--- src/hdl/muldiv_defs.svh ---
`ifndef MULDIV_DEFS_SVH
`define MULDIV_DEFS_SVH

// data word width of the integer core
`define MULDIV_XLEN 64

// operand width of the W forms
`define MULDIV_HALF 32

// divider counter start values
// one compare step more than the quotient width, the first step is a dummy
`define MULDIV_DIV_ITER64 65
`define MULDIV_DIV_ITER32 33

`endif

--- src/hdl/muldiv_pkg.sv ---
`default_nettype none

`include "muldiv_defs.svh"

package muldiv_pkg;

    typedef logic [`MULDIV_XLEN-1:0] word_t;

    // funct3 read as a multiply
    typedef struct packed {
        logic       is_div;
        logic [1:0] mul_sel;  // 0 mul, 1 mulh, 2 mulhsu, 3 mulhu
    } muldiv_mul_f_t;

    // funct3 read as a divide
    typedef struct packed {
        logic is_div;
        logic is_rem;
        logic is_unsigned;
    } muldiv_div_f_t;

    typedef union packed {
        logic [2:0]    raw;   // funct3 as received
        muldiv_mul_f_t mul;
        muldiv_div_f_t div;
    } muldiv_op_u;

endpackage

`default_nettype wire

--- src/hdl/muldiv_req_if.sv ---
`timescale 1ns/100ps
`default_nettype none

interface muldiv_req_if;
    import muldiv_pkg::*;

    logic       request;  // single cycle strobe
    logic       kill;     // level, aborts work in flight
    muldiv_op_u op;
    logic       int_32;   // W form
    word_t      src1;
    word_t      src2;

    modport src (output request, kill, op, int_32, src1, src2);

    modport eng (input request, kill, op, int_32, src1, src2);

    // selector only needs the op for formatting
    modport sel (input request, kill, op, int_32);

endinterface

`default_nettype wire

--- src/hdl/muldiv_result_sel.sv ---
`timescale 1ns/100ps
`default_nettype none

`include "muldiv_defs.svh"

module muldiv_result_sel (
    input  wire logic                clk_i,
    input  wire logic                rstn_i,
    muldiv_req_if.sel                req,
    input  wire muldiv_pkg::word_t   quo_i,
    input  wire muldiv_pkg::word_t   rmd_i,
    input  wire muldiv_pkg::word_t   prod_hi_i,
    input  wire muldiv_pkg::word_t   prod_lo_i,
    input  wire logic                div_done_i,
    input  wire logic                mul_done_i,
    output muldiv_pkg::word_t        result_o,
    output logic                     done_o
);
    import muldiv_pkg::*;

    localparam int X = `MULDIV_XLEN;
    localparam int H = `MULDIV_HALF;

    // one entry per multiplier stage, head matches mul_done_i
    muldiv_op_u mq_op_q [2];
    logic [1:0] mq_w_q;
    muldiv_op_u dv_op_q;   // divide slot
    logic       dv_w_q;

    word_t pick;
    logic  w;
    word_t fmt;
    word_t result_q;
    logic  done_q;

    always_ff @(posedge clk_i or negedge rstn_i) begin
        if (!rstn_i) begin
            mq_op_q[0] <= '0;
            mq_op_q[1] <= '0;
            mq_w_q     <= '0;
            dv_op_q    <= '0;
            dv_w_q     <= 1'b0;
        end else if (req.kill) begin
            mq_op_q[0] <= '0;
            mq_op_q[1] <= '0;
            mq_w_q     <= '0;
            dv_op_q    <= '0;
            dv_w_q     <= 1'b0;
        end else begin
            mq_op_q[0] <= req.op;
            mq_op_q[1] <= mq_op_q[0];
            mq_w_q     <= {mq_w_q[0], req.int_32};
            if (req.request) begin  // no request arrives while a divide runs
                dv_op_q <= req.op;
                dv_w_q  <= req.int_32;
            end
        end
    end

    always_comb begin
        pick = '0;
        w    = 1'b0;
        if (div_done_i) begin
            pick = dv_op_q.div.is_rem ? rmd_i : quo_i;
            w    = dv_w_q;
        end else if (mul_done_i) begin
            w = mq_w_q[1];
            if (mq_op_q[1].mul.mul_sel == 2'd0)
                pick = prod_lo_i;
            else if (w)
                pick = {{(X-H){1'b0}}, prod_lo_i[X-1:H]};  // upper half of 64-bit product
            else
                pick = prod_hi_i;
        end
        fmt = w ? {{(X-H){pick[H-1]}}, pick[H-1:0]} : pick;
    end

    always_ff @(posedge clk_i or negedge rstn_i) begin
        if (!rstn_i) begin
            result_q <= '0;
            done_q   <= 1'b0;
        end else begin
            done_q <= (div_done_i | mul_done_i) & ~req.kill;
            if ((div_done_i | mul_done_i) & ~req.kill)
                result_q <= fmt;  // held until the next done
        end
    end

    assign result_o = result_q;
    assign done_o   = done_q;

endmodule

`default_nettype wire

--- src/flat_wrapper.sv ---
// flat-port wrapper written by rule: the top's interface ports become plain ports
module muldiv_result_sel_flat import muldiv_pkg::*;
  (clk_i, rstn_i, quo_i, rmd_i, prod_hi_i, prod_lo_i, div_done_i, mul_done_i, result_o, done_o, req_request, req_kill, req_op, req_int_32);
  muldiv_req_if req_i ();
  input  wire logic clk_i;
  input  wire logic rstn_i;
  input  wire muldiv_pkg::word_t quo_i;
  input  wire muldiv_pkg::word_t rmd_i;
  input  wire muldiv_pkg::word_t prod_hi_i;
  input  wire muldiv_pkg::word_t prod_lo_i;
  input  wire logic div_done_i;
  input  wire logic mul_done_i;
  output muldiv_pkg::word_t result_o;
  output logic done_o;
  input wire logic [$bits(req_i.request)-1:0] req_request;
  input wire logic [$bits(req_i.kill)-1:0] req_kill;
  input wire logic [$bits(req_i.op)-1:0] req_op;
  input wire logic [$bits(req_i.int_32)-1:0] req_int_32;
  assign req_i.request = req_request;
  assign req_i.kill = req_kill;
  assign req_i.op = req_op;
  assign req_i.int_32 = req_int_32;
  muldiv_result_sel u_core (.clk_i(clk_i), .rstn_i(rstn_i), .req(req_i), .quo_i(quo_i), .rmd_i(rmd_i), .prod_hi_i(prod_hi_i), .prod_lo_i(prod_lo_i), .div_done_i(div_done_i), .mul_done_i(mul_done_i), .result_o(result_o), .done_o(done_o));
endmodule
--- config.mk ---
export PLATFORM = sky130hd
export DESIGN_NAME = muldiv_result_sel_flat
export DESIGN_NICKNAME = d
export VERILOG_FILES = /design/src/hdl/muldiv_pkg.sv /design/src/hdl/muldiv_req_if.sv /design/src/hdl/muldiv_result_sel.sv /design/src/flat_wrapper.sv
export VERILOG_INCLUDE_DIRS = /design/src /design/src/hdl
export SDC_FILE = /design/constraint.sdc
export NUM_CORES = 1
export LEC_CHECK = 0
export ABC_AREA = 1
export BUFFER_PORTS_ARGS = -buffer_cell sky130_fd_sc_hd__buf_2
export CORE_AREA = 5 5 125 127
export CTS_BUF_LIST = sky130_fd_sc_hd__clkbuf_8
export DETAILED_ROUTE_END_ITERATION = 8
export DIE_AREA = 0 0 130 132
export PLACE_DENSITY = 0.75
export SLEW_MARGIN = 20
export SYNTH_ARGS = -nofsm -noshare
export SYNTH_HDL_FRONTEND = slang
export SYNTH_SLANG_ARGS = --single-unit
--- constraint.sdc ---
create_clock -name clk_i -period 2.74 [get_ports clk_i]
set_clock_uncertainty 0.2 [all_clocks]
set_input_delay 0.274 -clock clk_i [delete_from_list [all_inputs] [get_ports clk_i]]
set_output_delay 0.274 -clock clk_i [all_outputs]
set_load 0.02 [all_outputs]
# --- After elaboration in Yosys (flattened, before gate mapping) ---
# Index checks and enable logic that the tools add are counted.
op_classes:
  reduce_logical: 2
  n_mux: 14
  bitwise_logic: 3
ops:
  columns: ["cell", "n"]
  rows:
  - ["$mux 64", 6]
  - ["$mux 2", 3]
  - ["$mux 6", 1]
  - ["$mux 1", 4]
  - ["$logic_not 2->1", 1]
  - ["$reduce_bool 2->1", 1]
  - ["$and 1x1->1", 1]
  - ["$not 1->1", 1]
  - ["$or 1x1->1", 1]
word_totals:
  elab_cells: 26
  inputBits: 266
  out_inout_bits: 65
  regBits: 75

# --- Logic depth before layout (Yosys ltp) ---
logic_depth:
  word_depth: 5
  mapped_depth: 9

# --- Least setup slack after synthesis ---
# No wires, ideal clock.
synth_timing:
  path_type: "register to register"
  start: "register u_core.mq_op_q[1] (netlist name)"
  end: "register u_core.result_q[41], in the netlist u_core.result_o[41]"
  required_ns: 2.420
  path_stages_with_launch: 9
  arrival_time_ns: 1.187
  setup_slack_ns: 1.233
  n_path_buf: 2
  path_cell_list: "dfrtp_1 > nor2_2 > buf_2 > buf_2 > nand2_1 > nand3_1 > nand2_1 > nand2_1 > a21oi_2"
synth_between:
  elab_chain_len: 5
synth_rtl:
  columns: ["element", "line_no", "source"]
  rows:
  - ["start, declared", "muldiv_result_sel.sv:25", "muldiv_op_u mq_op_q [2];"]
  - ["$logic_not 2->1", "muldiv_result_sel.sv:68", "if (mq_op_q[1].mul.mul_sel == 2'd0)"]
  - ["$mux 64", "muldiv_result_sel.sv:68", null]
  - ["$mux 64", "muldiv_result_sel.sv:66", "end else if (mul_done_i) begin"]
  - ["$mux 64", "muldiv_result_sel.sv:63", "if (div_done_i) begin"]
  - ["$mux 64", "muldiv_result_sel.sv:75", "fmt = w ? {{(X-H){pick[H-1]}}, pick[H-1:0]} : pick;"]
  - ["end signal, assigned", "muldiv_result_sel.sv:85", "result_q <= fmt;"]
  - ["end, declared", "muldiv_result_sel.sv:33", "word_t result_q;"]
# Every way passes these cells.
# A chain may end at the register's enable or synchronous reset.

# --- Final worst setup path ---
layout_timing:
  start: "input port req_kill"
  end: "register u_core.result_q[50], in the netlist u_core.result_o[50]"
layout_between:
  elab_chain_len: 2
layout_rtl:
  columns: ["element", "line_no", "source"]
  rows:
  - ["start, declared", "flat_wrapper.sv:16", "input wire logic [$bits(req_i.kill)-1:0] req_kill;"]
  - ["$not 1->1", "muldiv_result_sel.sv:84", "if ((div_done_i | mul_done_i) & ~req.kill)"]
  - ["$and 1x1->1", "muldiv_result_sel.sv:84", null]
# Every way passes these cells.

==> impl_metrics.json <==
{
  "synth_compound_area_frac": 0.238,
  "status": "finished, final reports clean",
  "rr_worst_depth": 9,
  "regToRegStartpoint": "u_core.mq_op_q[1]$_DFF_PN0_",
  "grt_pass1_wl_mm": 33.7,
  "hold_viol": 0,
  "dp_hpwl_mm": 17.3,
  "yosysTopAreaCellShare": 0.337,
  "cp_slowest_stage_delay_ns": 0.53,
  "overflow": 0,
  "tns_ns": 0,
  "cts_setup_buffers": 0,
  "synth_seq_cells": 73,
  "fin_nets": 1438,
  "min_delay_path_depth": 3,
  "drive_above_1_share": 0.339,
  "peakVddDrop_mv": 0.209,
  "clockBufferDepth": 2,
  "n_fill_cell": 1518,
  "start_util": 0.378,
  "syn_avg_cell_area_um2": 6.20,
  "final_cell_mix": "buf_2 (328), nand2_1 (201), nor2_1 (195)",
  "synth-simple-area-share": 0.311,
  "p_leak_uw": 0.00416,
  "hp-start": "rmd_i[30]",
  "regArea_um2": 1830,
  "cp_common_cell": "a21oi_1",
  "die_area_um2": 17200,
  "synth_top_family_by_area": "simple AND/OR/NAND/NOR gates",
  "synth-seq-area-share": 0.337,
  "syn-instance-count": 873,
  "grt_start_max_net_pins": 97,
  "min_period_over_period": 0.776,
  "synth.distinct_cells": 25,
  "synth_area_um2": 5410,
  "tritoncts": "yes",
  "place_congestion": 0.888,
  "place.port_buffers": 329,
  "setup_viol": 0,
  "synth-xor-area-share": 0,
  "die_h_um": 132,
  "pin_count": 331,
  "drtIter0Drc": 424,
  "cp_slowest_cell": "dlygate4sd3_1",
  "fmax_mhz": 470,
  "cts_sinks": 73,
  "antenna_found_initial": 3,
  "hold_class": "in -> reg",
  "min_period_ns": 2.13,
  "via_per_inst": 4.96,
  "rsz0062_at_grt": "no",
  "synth_mux_area_frac": 0.00208,
  "cts_root_buf": "clkbuf_8",
  "required_ns": 2.77,
  "synth.area.top_cells": "dfrtp_1 (34%), nand2_1 (14%), nor2_1 (14%)",
  "synth_fa_ha_area_frac": 0,
  "num_rows": 44,
  "drc": 0,
  "crit_family": "buffers and inverters",
  "relSlewSlack": 0.564,
  "cts_resized": 0,
  "regToRegSetupSlack_ns": 0.67,
  "cp-end-kind": "flip-flop",
  "path_buf_inv": 3,
  "multi_input_area_um2": 2980,
  "cp_cell_sequence": "dlygate4sd3_1 -> buf_2 -> o21bai_1 -> a21oi_1 -> nand2_1 -> nand2_2 -> buf_4 -> a21oi_1",
  "firstDrtPassIters": 5,
  "crit_path_max_fanout": 28,
  "drtAntennaViolNets": 0,
  "syn_nets": 1139,
  "vias": 6763,
  "hold_buffers": 9,
  "clk_latency_ns": 0.36,
  "drv_slew": 0,
  "cts_buffers": 9,
  "final_common_cell": "buf_2",
  "power_density_nw_per_um2": 481,
  "cap_viol_max_count": 0,
  "grt_pass1_vias": 6229,
  "synth_area_leader_cell": "dfrtp_1",
  "fin_util": 0.519,
  "areaGrowthSynthToFinish_pct": 37.3,
  "path_class": "in -> reg",
  "arrival_ns": 2.15,
  "htree_levels": 3,
  "die_w_um": 130,
  "drt-total-wl_mm": 22.7,
  "yosys_warnings": 0,
  "clk_pin_slew_worst_paths_ns": 0.08,
  "worstMarginPinSlew_ns": 0.654,
  "finalPower_uw": 3580,
  "regToRegEndpoint": "u_core.result_o[39]$_DFFE_PN0P_",
  "post_drt_wl_per_cell_um": 16.7,
  "grtUsageTotal": 0.253,
  "min_to": "u_core.result_o[30]$_DFFE_PN0P_",
  "core_um2": 14300,
  "startpoint_type": "input port"
}
-- through the flow --
step                      hold slack (ns)  instances  setup WS (ns)  area [µm²]
after global placement             0.0651       1336          0.645        7120
after CTS                         0.00991       1361          0.610        7420
after detailed placement           0.0683       1336          0.622        7120
after global routing               0.0384       1364          0.459        7430
after floorplan                    -0.222        873           1.23        5410
final                              0.0296       1364          0.613        7430
-- worst max path at each step --
stage / start / endpoint / slack (ns) / cells after the start
2_1_floorplan: u_core.mq_op_q[1]$_DFF_PN0_ / u_core.result_o[41]$_DFFE_PN0P_ / 1.23 / 8
3_3_place_gp: div_done_i / u_core.result_o[33]$_DFFE_PN0P_ / 0.64 / 8
3_5_place_dp: div_done_i / u_core.result_o[39]$_DFFE_PN0P_ / 0.62 / 8
4_1_cts: req_kill / u_core.result_o[50]$_DFFE_PN0P_ / 0.61 / 8
5_1_grt: req_kill / u_core.result_o[50]$_DFFE_PN0P_ / 0.46 / 8
6_report: req_kill / u_core.result_o[50]$_DFFE_PN0P_ / 0.61 / 8
-- routing by layer --
metal | routed length (µm) | GRT usage | up-vias
met5 | 0 | 0 | -
met4 | 739 | 0.109 | 0
met3 | 2130 | 0.0539 | 43
met2 | 11200 | 0.435 | 368
met1 | 8680 | 0.301 | 2974
li1 | - | - | 3378
-- state kept, by name, summed over array words and instances, names as in the netlist --
| register | cells |
|---|---|
| u_core.dv_w_q | 1 |
| u_core.mq_op_q | 4 |
| u_core.done_o | 1 |
| u_core.mq_w_q | 2 |
| u_core.dv_op_q | 1 |
| u_core.result_o | 64 |
-- synthesized netlist by cell type, drive strengths merged --
cell type  number
a31oi          31
or2             1
dfrtp          73
o21bai          1
a21oi          65
o21ai         126
nand2         203
nor2          196
buf            40
o21a            2
inv            76
clkbuf         25
nand3          33
mux2            1
-- power by group --
group	internal [µW]	switching, µW	total, µW
clock network	527	419	946
logic	486	823	1310
registers	1240	84.3	1320
-- cell families (layout without fill, tap and decap cells) --
| kind of cell | count (synthesis) | after routing |
|---|---|---|
| other | 0 | 3 |
| AND/OR/NAND/NOR | 433 | 433 |
| AO/OA/AOI/OAI | 225 | 225 |
| multiplexers | 1 | 1 |
| flip-flops | 73 | 73 |
| buffers and inverters | 141 | 445 |
-- tightest hold or removal path, delay by kind of cell --
family,cells,cell delay [ns]
compound gates,2,0.21
buf+inv,1,0.07
-- area by class of cell --
class / instances / area share
flip-flops and latches: 73 / 0.246
clock inverters: 6 / 0.0103
diodes: 3 / 0.00101
multi-input cells: 659 / 0.402
repair buffers: 353 / 0.253
inverters: 76 / 0.0391
clock buffers: 10 / 0.0185
well taps: 184 / 0.0310
Note: power is estimated with default switching activity, not from simulation.
