### src/hdl/muldiv_defs.svh
`ifndef MULDIV_DEFS_SVH
`define MULDIV_DEFS_SVH

// data word width of the integer core
`define MULDIV_XLEN 64

// operand width of the W forms
`define MULDIV_HALF 32

// divider counter start values
// one compare step more than the quotient width, the first step is a dummy
`define MULDIV_DIV_ITER64 65
`define MULDIV_DIV_ITER32 33

`endif

### src/hdl/muldiv_pkg.sv
`default_nettype none

`include "muldiv_defs.svh"

package muldiv_pkg;

    typedef logic [`MULDIV_XLEN-1:0] word_t;

    // funct3 read as a multiply
    typedef struct packed {
        logic       is_div;
        logic [1:0] mul_sel;  // 0 mul, 1 mulh, 2 mulhsu, 3 mulhu
    } muldiv_mul_f_t;

    // funct3 read as a divide
    typedef struct packed {
        logic is_div;
        logic is_rem;
        logic is_unsigned;
    } muldiv_div_f_t;

    typedef union packed {
        logic [2:0]    raw;   // funct3 as received
        muldiv_mul_f_t mul;
        muldiv_div_f_t div;
    } muldiv_op_u;

endpackage

`default_nettype wire

### src/hdl/muldiv_req_if.sv
`timescale 1ns/100ps
`default_nettype none

interface muldiv_req_if;
    import muldiv_pkg::*;

    logic       request;  // single cycle strobe
    logic       kill;     // level, aborts work in flight
    muldiv_op_u op;
    logic       int_32;   // W form
    word_t      src1;
    word_t      src2;

    modport src (output request, kill, op, int_32, src1, src2);

    modport eng (input request, kill, op, int_32, src1, src2);

    // selector only needs the op for formatting
    modport sel (input request, kill, op, int_32);

endinterface

`default_nettype wire

### src/hdl/div_unit.sv
`timescale 1ns/100ps
`default_nettype none

`include "muldiv_defs.svh"

module div_unit (
    input  wire logic          clk_i,
    input  wire logic          rstn_i,
    muldiv_req_if.eng          req,
    output muldiv_pkg::word_t  quo_o,
    output muldiv_pkg::word_t  rmd_o,
    output logic               done_o,
    output logic               stall_o
);
    import muldiv_pkg::*;

    localparam int X     = `MULDIV_XLEN;
    localparam int H     = `MULDIV_HALF;
    localparam int CNT_W = $clog2(`MULDIV_DIV_ITER64 + 1);

    localparam logic [1:0] st_idle = 2'd0;
    localparam logic [1:0] st_iter = 2'd1;
    localparam logic [1:0] st_last = 2'd2;
    localparam logic [1:0] st_done = 2'd3;

    logic [1:0]       state_q, state_d;
    logic [CNT_W-1:0] cnt_q, cnt_d;
    word_t            rh_q, rh_d;       // partial remainder
    word_t            rl_q, rl_d;       // dividend in, quotient out
    word_t            dsor_q, dsor_d;
    word_t            dvnd_q;           // raw dividend for divide by zero
    logic             dz_q;
    logic             neg_quo_q;
    logic             neg_rmd_q;

    logic  start;
    logic  signed_op;
    logic  a_neg, b_neg;
    word_t a_abs, b_abs;
    logic  div_zero;
    word_t rh_tmp;
    logic  q_bit;

    // operand preparation, only meaningful in the start cycle
    assign signed_op = ~req.op.div.is_unsigned;
    assign a_neg     = signed_op & (req.int_32 ? req.src1[H-1] : req.src1[X-1]);
    assign b_neg     = signed_op & (req.int_32 ? req.src2[H-1] : req.src2[X-1]);
    assign a_abs     = a_neg ? -req.src1 : req.src1;
    assign b_abs     = b_neg ? -req.src2 : req.src2;
    assign div_zero  = req.int_32 ? (req.src2[H-1:0] == '0) : (req.src2 == '0);

    assign start = (state_q == st_idle) & req.request & req.op.div.is_div & ~req.kill;

    // compare and subtract
    always_comb begin
        if (rh_q >= dsor_q) begin
            rh_tmp = rh_q - dsor_q;
            q_bit  = 1'b1;
        end else begin
            rh_tmp = rh_q;
            q_bit  = 1'b0;
        end
    end

    always_comb begin
        state_d = state_q;
        cnt_d   = cnt_q;
        rh_d    = rh_q;
        rl_d    = rl_q;
        dsor_d  = dsor_q;
        stall_o = 1'b0;
        done_o  = 1'b0;
        case (state_q)
            st_idle: begin
                if (start) begin
                    stall_o = 1'b1;
                    rh_d    = '0;
                    rl_d    = req.int_32 ? {a_abs[H-1:0], {(X-H){1'b0}}} : a_abs;
                    dsor_d  = req.int_32 ? {{(X-H){1'b0}}, b_abs[H-1:0]} : b_abs;
                    cnt_d   = req.int_32 ? CNT_W'(`MULDIV_DIV_ITER32)
                                         : CNT_W'(`MULDIV_DIV_ITER64);
                    state_d = st_iter;
                end
            end
            st_iter: begin
                stall_o = 1'b1;  // busy until kill takes effect
                if (req.kill) begin
                    state_d = st_idle;
                end else begin
                    rl_d  = {rl_q[X-2:0], q_bit};
                    rh_d  = {rh_tmp[X-2:0], rl_q[X-1]};  // shift both halves left
                    cnt_d = cnt_q - 1'b1;
                    if (cnt_q == CNT_W'(2))
                        state_d = st_last;
                end
            end
            st_last: begin
                stall_o = 1'b1;
                if (req.kill) begin
                    state_d = st_idle;
                end else begin
                    rl_d    = {rl_q[X-2:0], q_bit};
                    rh_d    = rh_tmp;                   // final remainder, no shift
                    state_d = st_done;
                end
            end
            st_done: begin
                done_o  = ~req.kill;
                state_d = st_idle;
            end
            default: state_d = st_idle;
        endcase
    end

    always_ff @(posedge clk_i or negedge rstn_i) begin
        if (!rstn_i) begin
            state_q <= st_idle;
            cnt_q   <= '0;
        end else begin
            state_q <= state_d;
            cnt_q   <= cnt_d;
        end
    end

    always_ff @(posedge clk_i) begin
        rh_q   <= rh_d;
        rl_q   <= rl_d;
        dsor_q <= dsor_d;
        if (start) begin
            dvnd_q    <= req.src1;
            dz_q      <= div_zero;
            neg_quo_q <= a_neg ^ b_neg;
            neg_rmd_q <= a_neg;  // remainder follows the dividend
        end
    end

    // riscv rules, divide by zero wins over sign correction
    assign quo_o = dz_q ? '1 : (neg_quo_q ? -rl_q : rl_q);
    assign rmd_o = dz_q ? dvnd_q : (neg_rmd_q ? -rh_q : rh_q);

endmodule

`default_nettype wire

### src/flat_wrapper.sv
// flat-port wrapper written by rule: the top's interface ports become plain ports
module div_unit_flat import muldiv_pkg::*;
  (clk_i, rstn_i, quo_o, rmd_o, done_o, stall_o, req_request, req_kill, req_op, req_int_32, req_src1, req_src2);
  muldiv_req_if req_i ();
  input  wire logic clk_i;
  input  wire logic rstn_i;
  output muldiv_pkg::word_t quo_o;
  output muldiv_pkg::word_t rmd_o;
  output logic done_o;
  output logic stall_o;
  input wire logic [$bits(req_i.request)-1:0] req_request;
  input wire logic [$bits(req_i.kill)-1:0] req_kill;
  input wire logic [$bits(req_i.op)-1:0] req_op;
  input wire logic [$bits(req_i.int_32)-1:0] req_int_32;
  input wire logic [$bits(req_i.src1)-1:0] req_src1;
  input wire logic [$bits(req_i.src2)-1:0] req_src2;
  assign req_i.request = req_request;
  assign req_i.kill = req_kill;
  assign req_i.op = req_op;
  assign req_i.int_32 = req_int_32;
  assign req_i.src1 = req_src1;
  assign req_i.src2 = req_src2;
  div_unit u_core (.clk_i(clk_i), .rstn_i(rstn_i), .req(req_i), .quo_o(quo_o), .rmd_o(rmd_o), .done_o(done_o), .stall_o(stall_o));
endmodule
### config.mk
export PLATFORM = sky130hd
export DESIGN_NAME = div_unit_flat
export DESIGN_NICKNAME = d
export VERILOG_FILES = /design/src/hdl/muldiv_pkg.sv /design/src/hdl/muldiv_req_if.sv /design/src/hdl/div_unit.sv /design/src/flat_wrapper.sv
export VERILOG_INCLUDE_DIRS = /design/src /design/src/hdl
export SDC_FILE = /design/constraint.sdc
export NUM_CORES = 1
export LEC_CHECK = 0
export BUFFER_PORTS_ARGS = -buffer_cell sky130_fd_sc_hd__buf_2
export CORE_MARGIN = 2
export CORE_UTILIZATION = 52
export CTS_BUF_LIST = sky130_fd_sc_hd__clkbuf_16
export CTS_CLUSTER_SIZE = 20
export DETAILED_ROUTE_END_ITERATION = 16
export PLACE_DENSITY = 0.79
export SYNTH_ARGS = -nofsm -noshare
export SYNTH_HDL_FRONTEND = slang
export SYNTH_SLANG_ARGS = --single-unit
### constraint.sdc
create_clock -name clk_i -period 20 [get_ports clk_i]
set_clock_uncertainty 0.05 [all_clocks]
set_input_delay 3 -clock clk_i [delete_from_list [all_inputs] [get_ports clk_i]]
set_output_delay 3 -clock clk_i [all_outputs]
set_load 0.02 [all_outputs]
## Word level (Yosys, flattened, before mapping)

Cells that the tools add are included.

- Add/sub/neg operators: 6
- $lt $le $gt $ge: 1
- Equality and inequality tests: 10
- Mux-type cells: 31
- Bitwise logic cells: 8
- Reduce and logical (&&, ||, !) cells: 13

Operators with widths:

| operator | number |
|---|---|
| 64-bit 2-to-1 mux | 13 |
| 64-bit negator | 4 |
| 64-bit case mux with 3 select lines | 1 |
| 64-bit case mux with 2 select lines | 1 |
| 64-bit greater-or-equal comparator | 1 |
| 64-bit logical NOT | 1 |
| 64-bit subtractor | 1 |
| 32-bit logical NOT | 1 |
| 7-bit 2-to-1 mux | 3 |
| 7-bit case mux with 2 select lines | 1 |
| 2-bit 2-to-1 mux | 4 |
| 2-bit case mux with 4 select lines | 1 |
| 7-bit by 2-bit == test with 1-bit output (second input constant) | 1 |
| 7-bit by 1-bit subtractor with 7-bit output (second input constant) | 1 |
| 1-bit 2-to-1 mux | 6 |
| 2-bit inequality test (second input constant) | 3 |
| 3-bit AND reduction | 2 |
| 1-bit bitwise AND | 5 |
| 5-bit AND reduction | 1 |
| 2-bit == test (second input constant) | 2 |
| 2-bit by 1-bit inequality test with 1-bit output (second input constant) | 2 |
| 2-bit AND reduction | 2 |
| 4-bit AND reduction | 1 |
| 2-bit nonzero test | 2 |
| 8 further kinds | 9 |

- Register bits after elaboration: 268
- Input bits: 136
- Output and inout port bits: 130

## Longest topological paths before layout

- Word-level depth: 6
- Depth in mapped cells: 14
- Depth with buffers taken out: 13

## Worst setup path before layout

OpenSTA, ideal clock, no wires.

- Path kind: input port to flip-flop
- Start: in req_kill
- End: reg u_core.rh_q[63], enable pin
- Setup time: 316 ps
- Data arrival time: 8,525 ps
- Required time: 19,634 ps
- Path slack: 11,110 ps
- Cell stages on the path: 4
- Cells stage by stage: inv_1 -> nand4_1 -> a221oi_1 -> a21boi_0

- Cells in the longest elaborated chain, start to end: 4
- Elaborated cells on any way between the ends: 6
- Those cells by class: 3 x eq/ne; 2 x bitwise; 1 x reduce/logical

Ends and longest elaborated chain:

| element | line | text |
|---|---|---|
| start: declaration | flat_wrapper.sv:12 | `input wire logic [$bits(req_i.kill)-1:0] req_kill;` |
| 1-bit NOT | div_unit.sv:52 | `assign start = (state_q == st_idle) & req.request & req.op.div.is_div & ~req.kill;` |
| 1-bit bitwise AND | div_unit.sv:52 |  |
| 2-bit by 1-bit inequality test with 1-bit output (no line) | -- |  |
| 5-bit AND reduction (no line) * | -- |  |
| end signal: assignment | div_unit.sv:126 | `rh_q <= rh_d;` |
| end: declaration | div_unit.sv:28 | `word_t rh_q, rh_d;` |

Every way passes the cells marked *; elsewhere a longest branch is shown, timed or not.
A chain may end at the register's enable or synchronous reset.

## Final worst setup path

- Start: reg u_core.rl_q[2]
- End: out quo_o[58]

- Cells in the longest elaborated chain, start to end: 3

Ends and longest elaborated chain:

| element | line | text |
|---|---|---|
| start: declaration | div_unit.sv:29 | `word_t rl_q, rl_d;` |
| start signal: assignment | div_unit.sv:127 | `rl_q <= rl_d;` |
| 64-bit negator | div_unit.sv:138 | `assign quo_o = dz_q ? '1 : (neg_quo_q ? -rl_q : rl_q);` |
| 64-bit 2-to-1 mux (2 in a row) | div_unit.sv:138 |  |
| end: declaration | flat_wrapper.sv:7 | `output muldiv_pkg::word_t quo_o;` |

Every way passes these cells.

==> impl_metrics.toml <==
[power]
seq_power_share_pct = 30.4
clockPowerShare_pct = 15.1
p_sw_uw = 1760
vdd_drop_max_mv = 0.198
power_leakage_uw = 0.00905
p_comb_share_pct = 54.5
netSwitchingFraction_pct = 48.4
p_per_area_nw_per_um2 = 152
internal_power_uw = 1880

[global_routing]
antenna_found_initial = 9
grt_pass1_wl_microns = 104000
grt_usage_pct = 31.2
grt_max_degree = 91
grt_overflow = 0
grt_pass1_vias = 18900

[worst_setup_path]
crit_chain = "or4_1, nor4_1, nand3_1, or3_1, or3_1, or4_1, nand2b_1, o41ai_1, xor2_1, nand2_1, buf_2"
timing.rr.start = "u_core.rh_q[42]"
crit_path_top_delay_cell = "nor4_1"
critical_path_class = "register to output pin"
crit_fanout = 7
critPathRequiredTime_ns = 16.95
cp-startpoint = "u_core.rl_q[2]"
crit_path_start_kind = "register"
path_buf_inv = 1
cpPeakStageDelay_ns = 0.64
arrival_ns = 5.21
cp-end-kind = "output pin"
path_delay_family = "simple AND/OR/NAND/NOR gates"

[yosys]
synth-edff-count = 259
yosysTopAreaCellShare_pct = 36.4
synth_cells = 2493
syn_area_per_cell_sq_um = 8.58
ys.flop_type = "edfxtp_1"
synthArstFlopShare_pct = 3.36
ys_ff_latch = 268
synth_nets = 2706
yosysTopAreaCell = "edfxtp_1"
synth.distinct_cells = 77
seq_area_frac_synth_pct = 37.4
netlist_area_sq_um = 21400
yosysWarnings = 0
synth_area_leaders = "edfxtp_1, xor2_1, o21ai_0, nand2_1, ha_1"

[sta]
rsz0062_at_grt = "no"
fin_hold_ws_ns = 0.494
finalHoldViolCount = 0
fmax_mhz = 121
min_period_ns = 8.26
max_slew_margin_pct = 19.0
fin_ws_ns = 11.74
tightest_slew_ns = 1.21
setup_tns_ns = 0
period_share_pct = 41.3
setup_viol = 0
timing.final.max_slew_violations = 0

[detailed_routing]
drt.antenna.violating_nets = 0
first_iter_violations = 2425
vias = 20400
viasPerCell = 6.32
wire_per_inst_microns = 21.3
wirelength_microns = 68700
dr.pass1.iters = 7
drcViolationCount = 0

[die]
die_h_microns = 207
core-area_sq_um = 40700
boundaryPins = 266
die_x_microns = 207
rows = 74
die_area_sq_um = 42800
start_util_pct = 52.5

[clock_tree]
cts-root-buf = "clkbuf_16"
path_clk_slew_ns = 0.06
clockBufferDepth = 3
hold_buffers = 0
cts.sinks = 268
cts_setup_buffers = 0
insertion_delay_ns = 0.59
numCtsBuffers = 30
cts_tree = "yes"
cts_max_level = 1
post_cts_resized = 0

[finish]
area_delta_synth_final_pct = 12.2
drive_gt1_share_pct = 14.1
nets = 2880

[hold_path]
hold_class = "register to register"
hp-start = "u_core.cnt_q[4]"

[outcome]
status = "completed"

[placed_design]
hpwl_microns = 53100
dp_slack_ns = 12.41
gp_congestion = 0.963
numPortBuffers = 264

[job]
cap_violations = 0
## final timing paths
kind / end / slack [ns] / cells past startpoint
worst max-delay path: quo_o[58] / 11.74 / 11
worst min register to register: u_core.cnt_q[4] / 0.49 / 2
min in group asynchronous: u_core.cnt_q[6] / 2.20 / 1
worst min-delay path: u_core.cnt_q[4] / 0.49 / 2
max in group asynchronous: u_core.cnt_q[4] / 17.51 / 1
worst max register to register: u_core.rh_q[57] / 15.27 / 11
## worst register-to-register path, stage by stage (launching register included)
cell	delay [ns]
edfxtp_1	0.55
ha_1	0.55
nand2_1	0.20
o21ai_0	0.44
a21oi_1	0.12
o21ai_0	0.41
nor3_1	0.19
a21oi_4	0.17
buf_4	0.73
nor2_1	0.48
a222oi_1	0.43
o21ai_0	0.14
## power groups by stage
stage               combinational [uW]  sequential [uW]  clock [uW]
floorplan                         1430             1030           0
global placement                  1900             1100           0
detailed placement                1940             1110           0
CTS                               1950             1100         557
global route                      2180             1120         575
finish                            1990             1110         549
## flip-flops by register name, summed over array words and instances, names as in the netlist
| signal | flops |
|---|---|
| u_core.neg_quo_q | 1 |
| u_core.rl_q | 64 |
| u_core.cnt_q | 7 |
| u_core.dz_q | 1 |
| u_core.state_q | 2 |
| u_core.rh_q | 64 |
| u_core.neg_rmd_q | 1 |
| u_core.dvnd_q | 64 |
| u_core.dsor_q | 64 |
## kinds of logic after synthesis
family                   after synthesis  share of synthesized area, %
adder cells (fa/ha/maj)               77                          4.54
flip-flops                           268                          37.4
buffers and inverters                241                          4.30
XOR/XNOR                             273                          11.2
AO/OA/AOI/OAI                        731                          21.5
AND/OR/NAND/NOR                      858                          18.9
multiplexers                          45                          2.16
## metal layers
layer	vias to the layer above	track usage, %	routed length (microns)
li1	9539	-	-
met1	9774	40.8	27500
met2	913	51.5	32200
met3	162	6.62	6260
met4	16	10.8	2600
met5	-	0	95
## synthesized netlist by cell type (12+ instances only)
cell	instances
or3_1	42
and3_1	16
mux2i_1	36
o221ai_1	15
nor2_1	205
inv_1	97
xor2_1	166
o22ai_1	25
o31ai_1	52
o21a_1	16
edfxtp_1	259
a21o_1	29
nand3_1	40
a22oi_1	32
nand2b_1	21
o41ai_1	31
xnor2_1	107
clkbuf_1	131
a21oi_1	161
nor4_1	33
ha_1	76
a31oi_1	12
nor3_1	55
o21ai_0	250
or4_1	27
o21bai_1	13
nand2_1	326
nand4_1	35
o211ai_1	12
## cells in the final DEF, fill, tap and decap left out, drive strengths merged, types with 20 or more instances in the layout
cell type / Yosys / final
nor2: 205 / 205
or3: 43 / 43
nor3: 58 / 58
or4: 31 / 31
edfxtp: 259 / 259
buf: 10 / 283
a21o: 29 / 29
mux2i: 36 / 36
xnor2: 107 / 107
o21ai: 250 / 250
nand4: 35 / 35
o31ai: 53 / 53
nand2: 326 / 326
a21oi: 161 / 161
nor4: 38 / 38
o22ai: 25 / 25
a22oi: 32 / 32
clkbuf: 131 / 30
clkinv: 2 / 20
nand3: 40 / 40
o41ai: 31 / 31
inv: 98 / 101
xor2: 166 / 166
ha: 76 / 76
nand2b: 21 / 21
## through the flow
| step | area, sq um | power, uW | std cells | util (%) |
|---|---|---|---|---|
| after global routing | 24000 | 3880 | 3224 | 58.9 |
| final | 24000 | 3650 | 3227 | 58.9 |
| after CTS | 24000 | 3610 | 3223 | 58.9 |
| after detailed placement | 23000 | 3050 | 3167 | 56.5 |
| after global placement | 23000 | 3010 | 3167 | 56.5 |
| after floorplan | 21400 | 2460 | 2493 | - |
## layout make-up
type                       count  area [sq um]
antenna                        4          10.0
clock buffer                  30           751
clock inverter                26           221
fill                        3669         16700
inverter                     100           375
multi-input combinational   1984         12500
sequential                   268          8000
tap                          532           666
timing repair buffer         283          1460
Power figures use the tool's default switching activity.
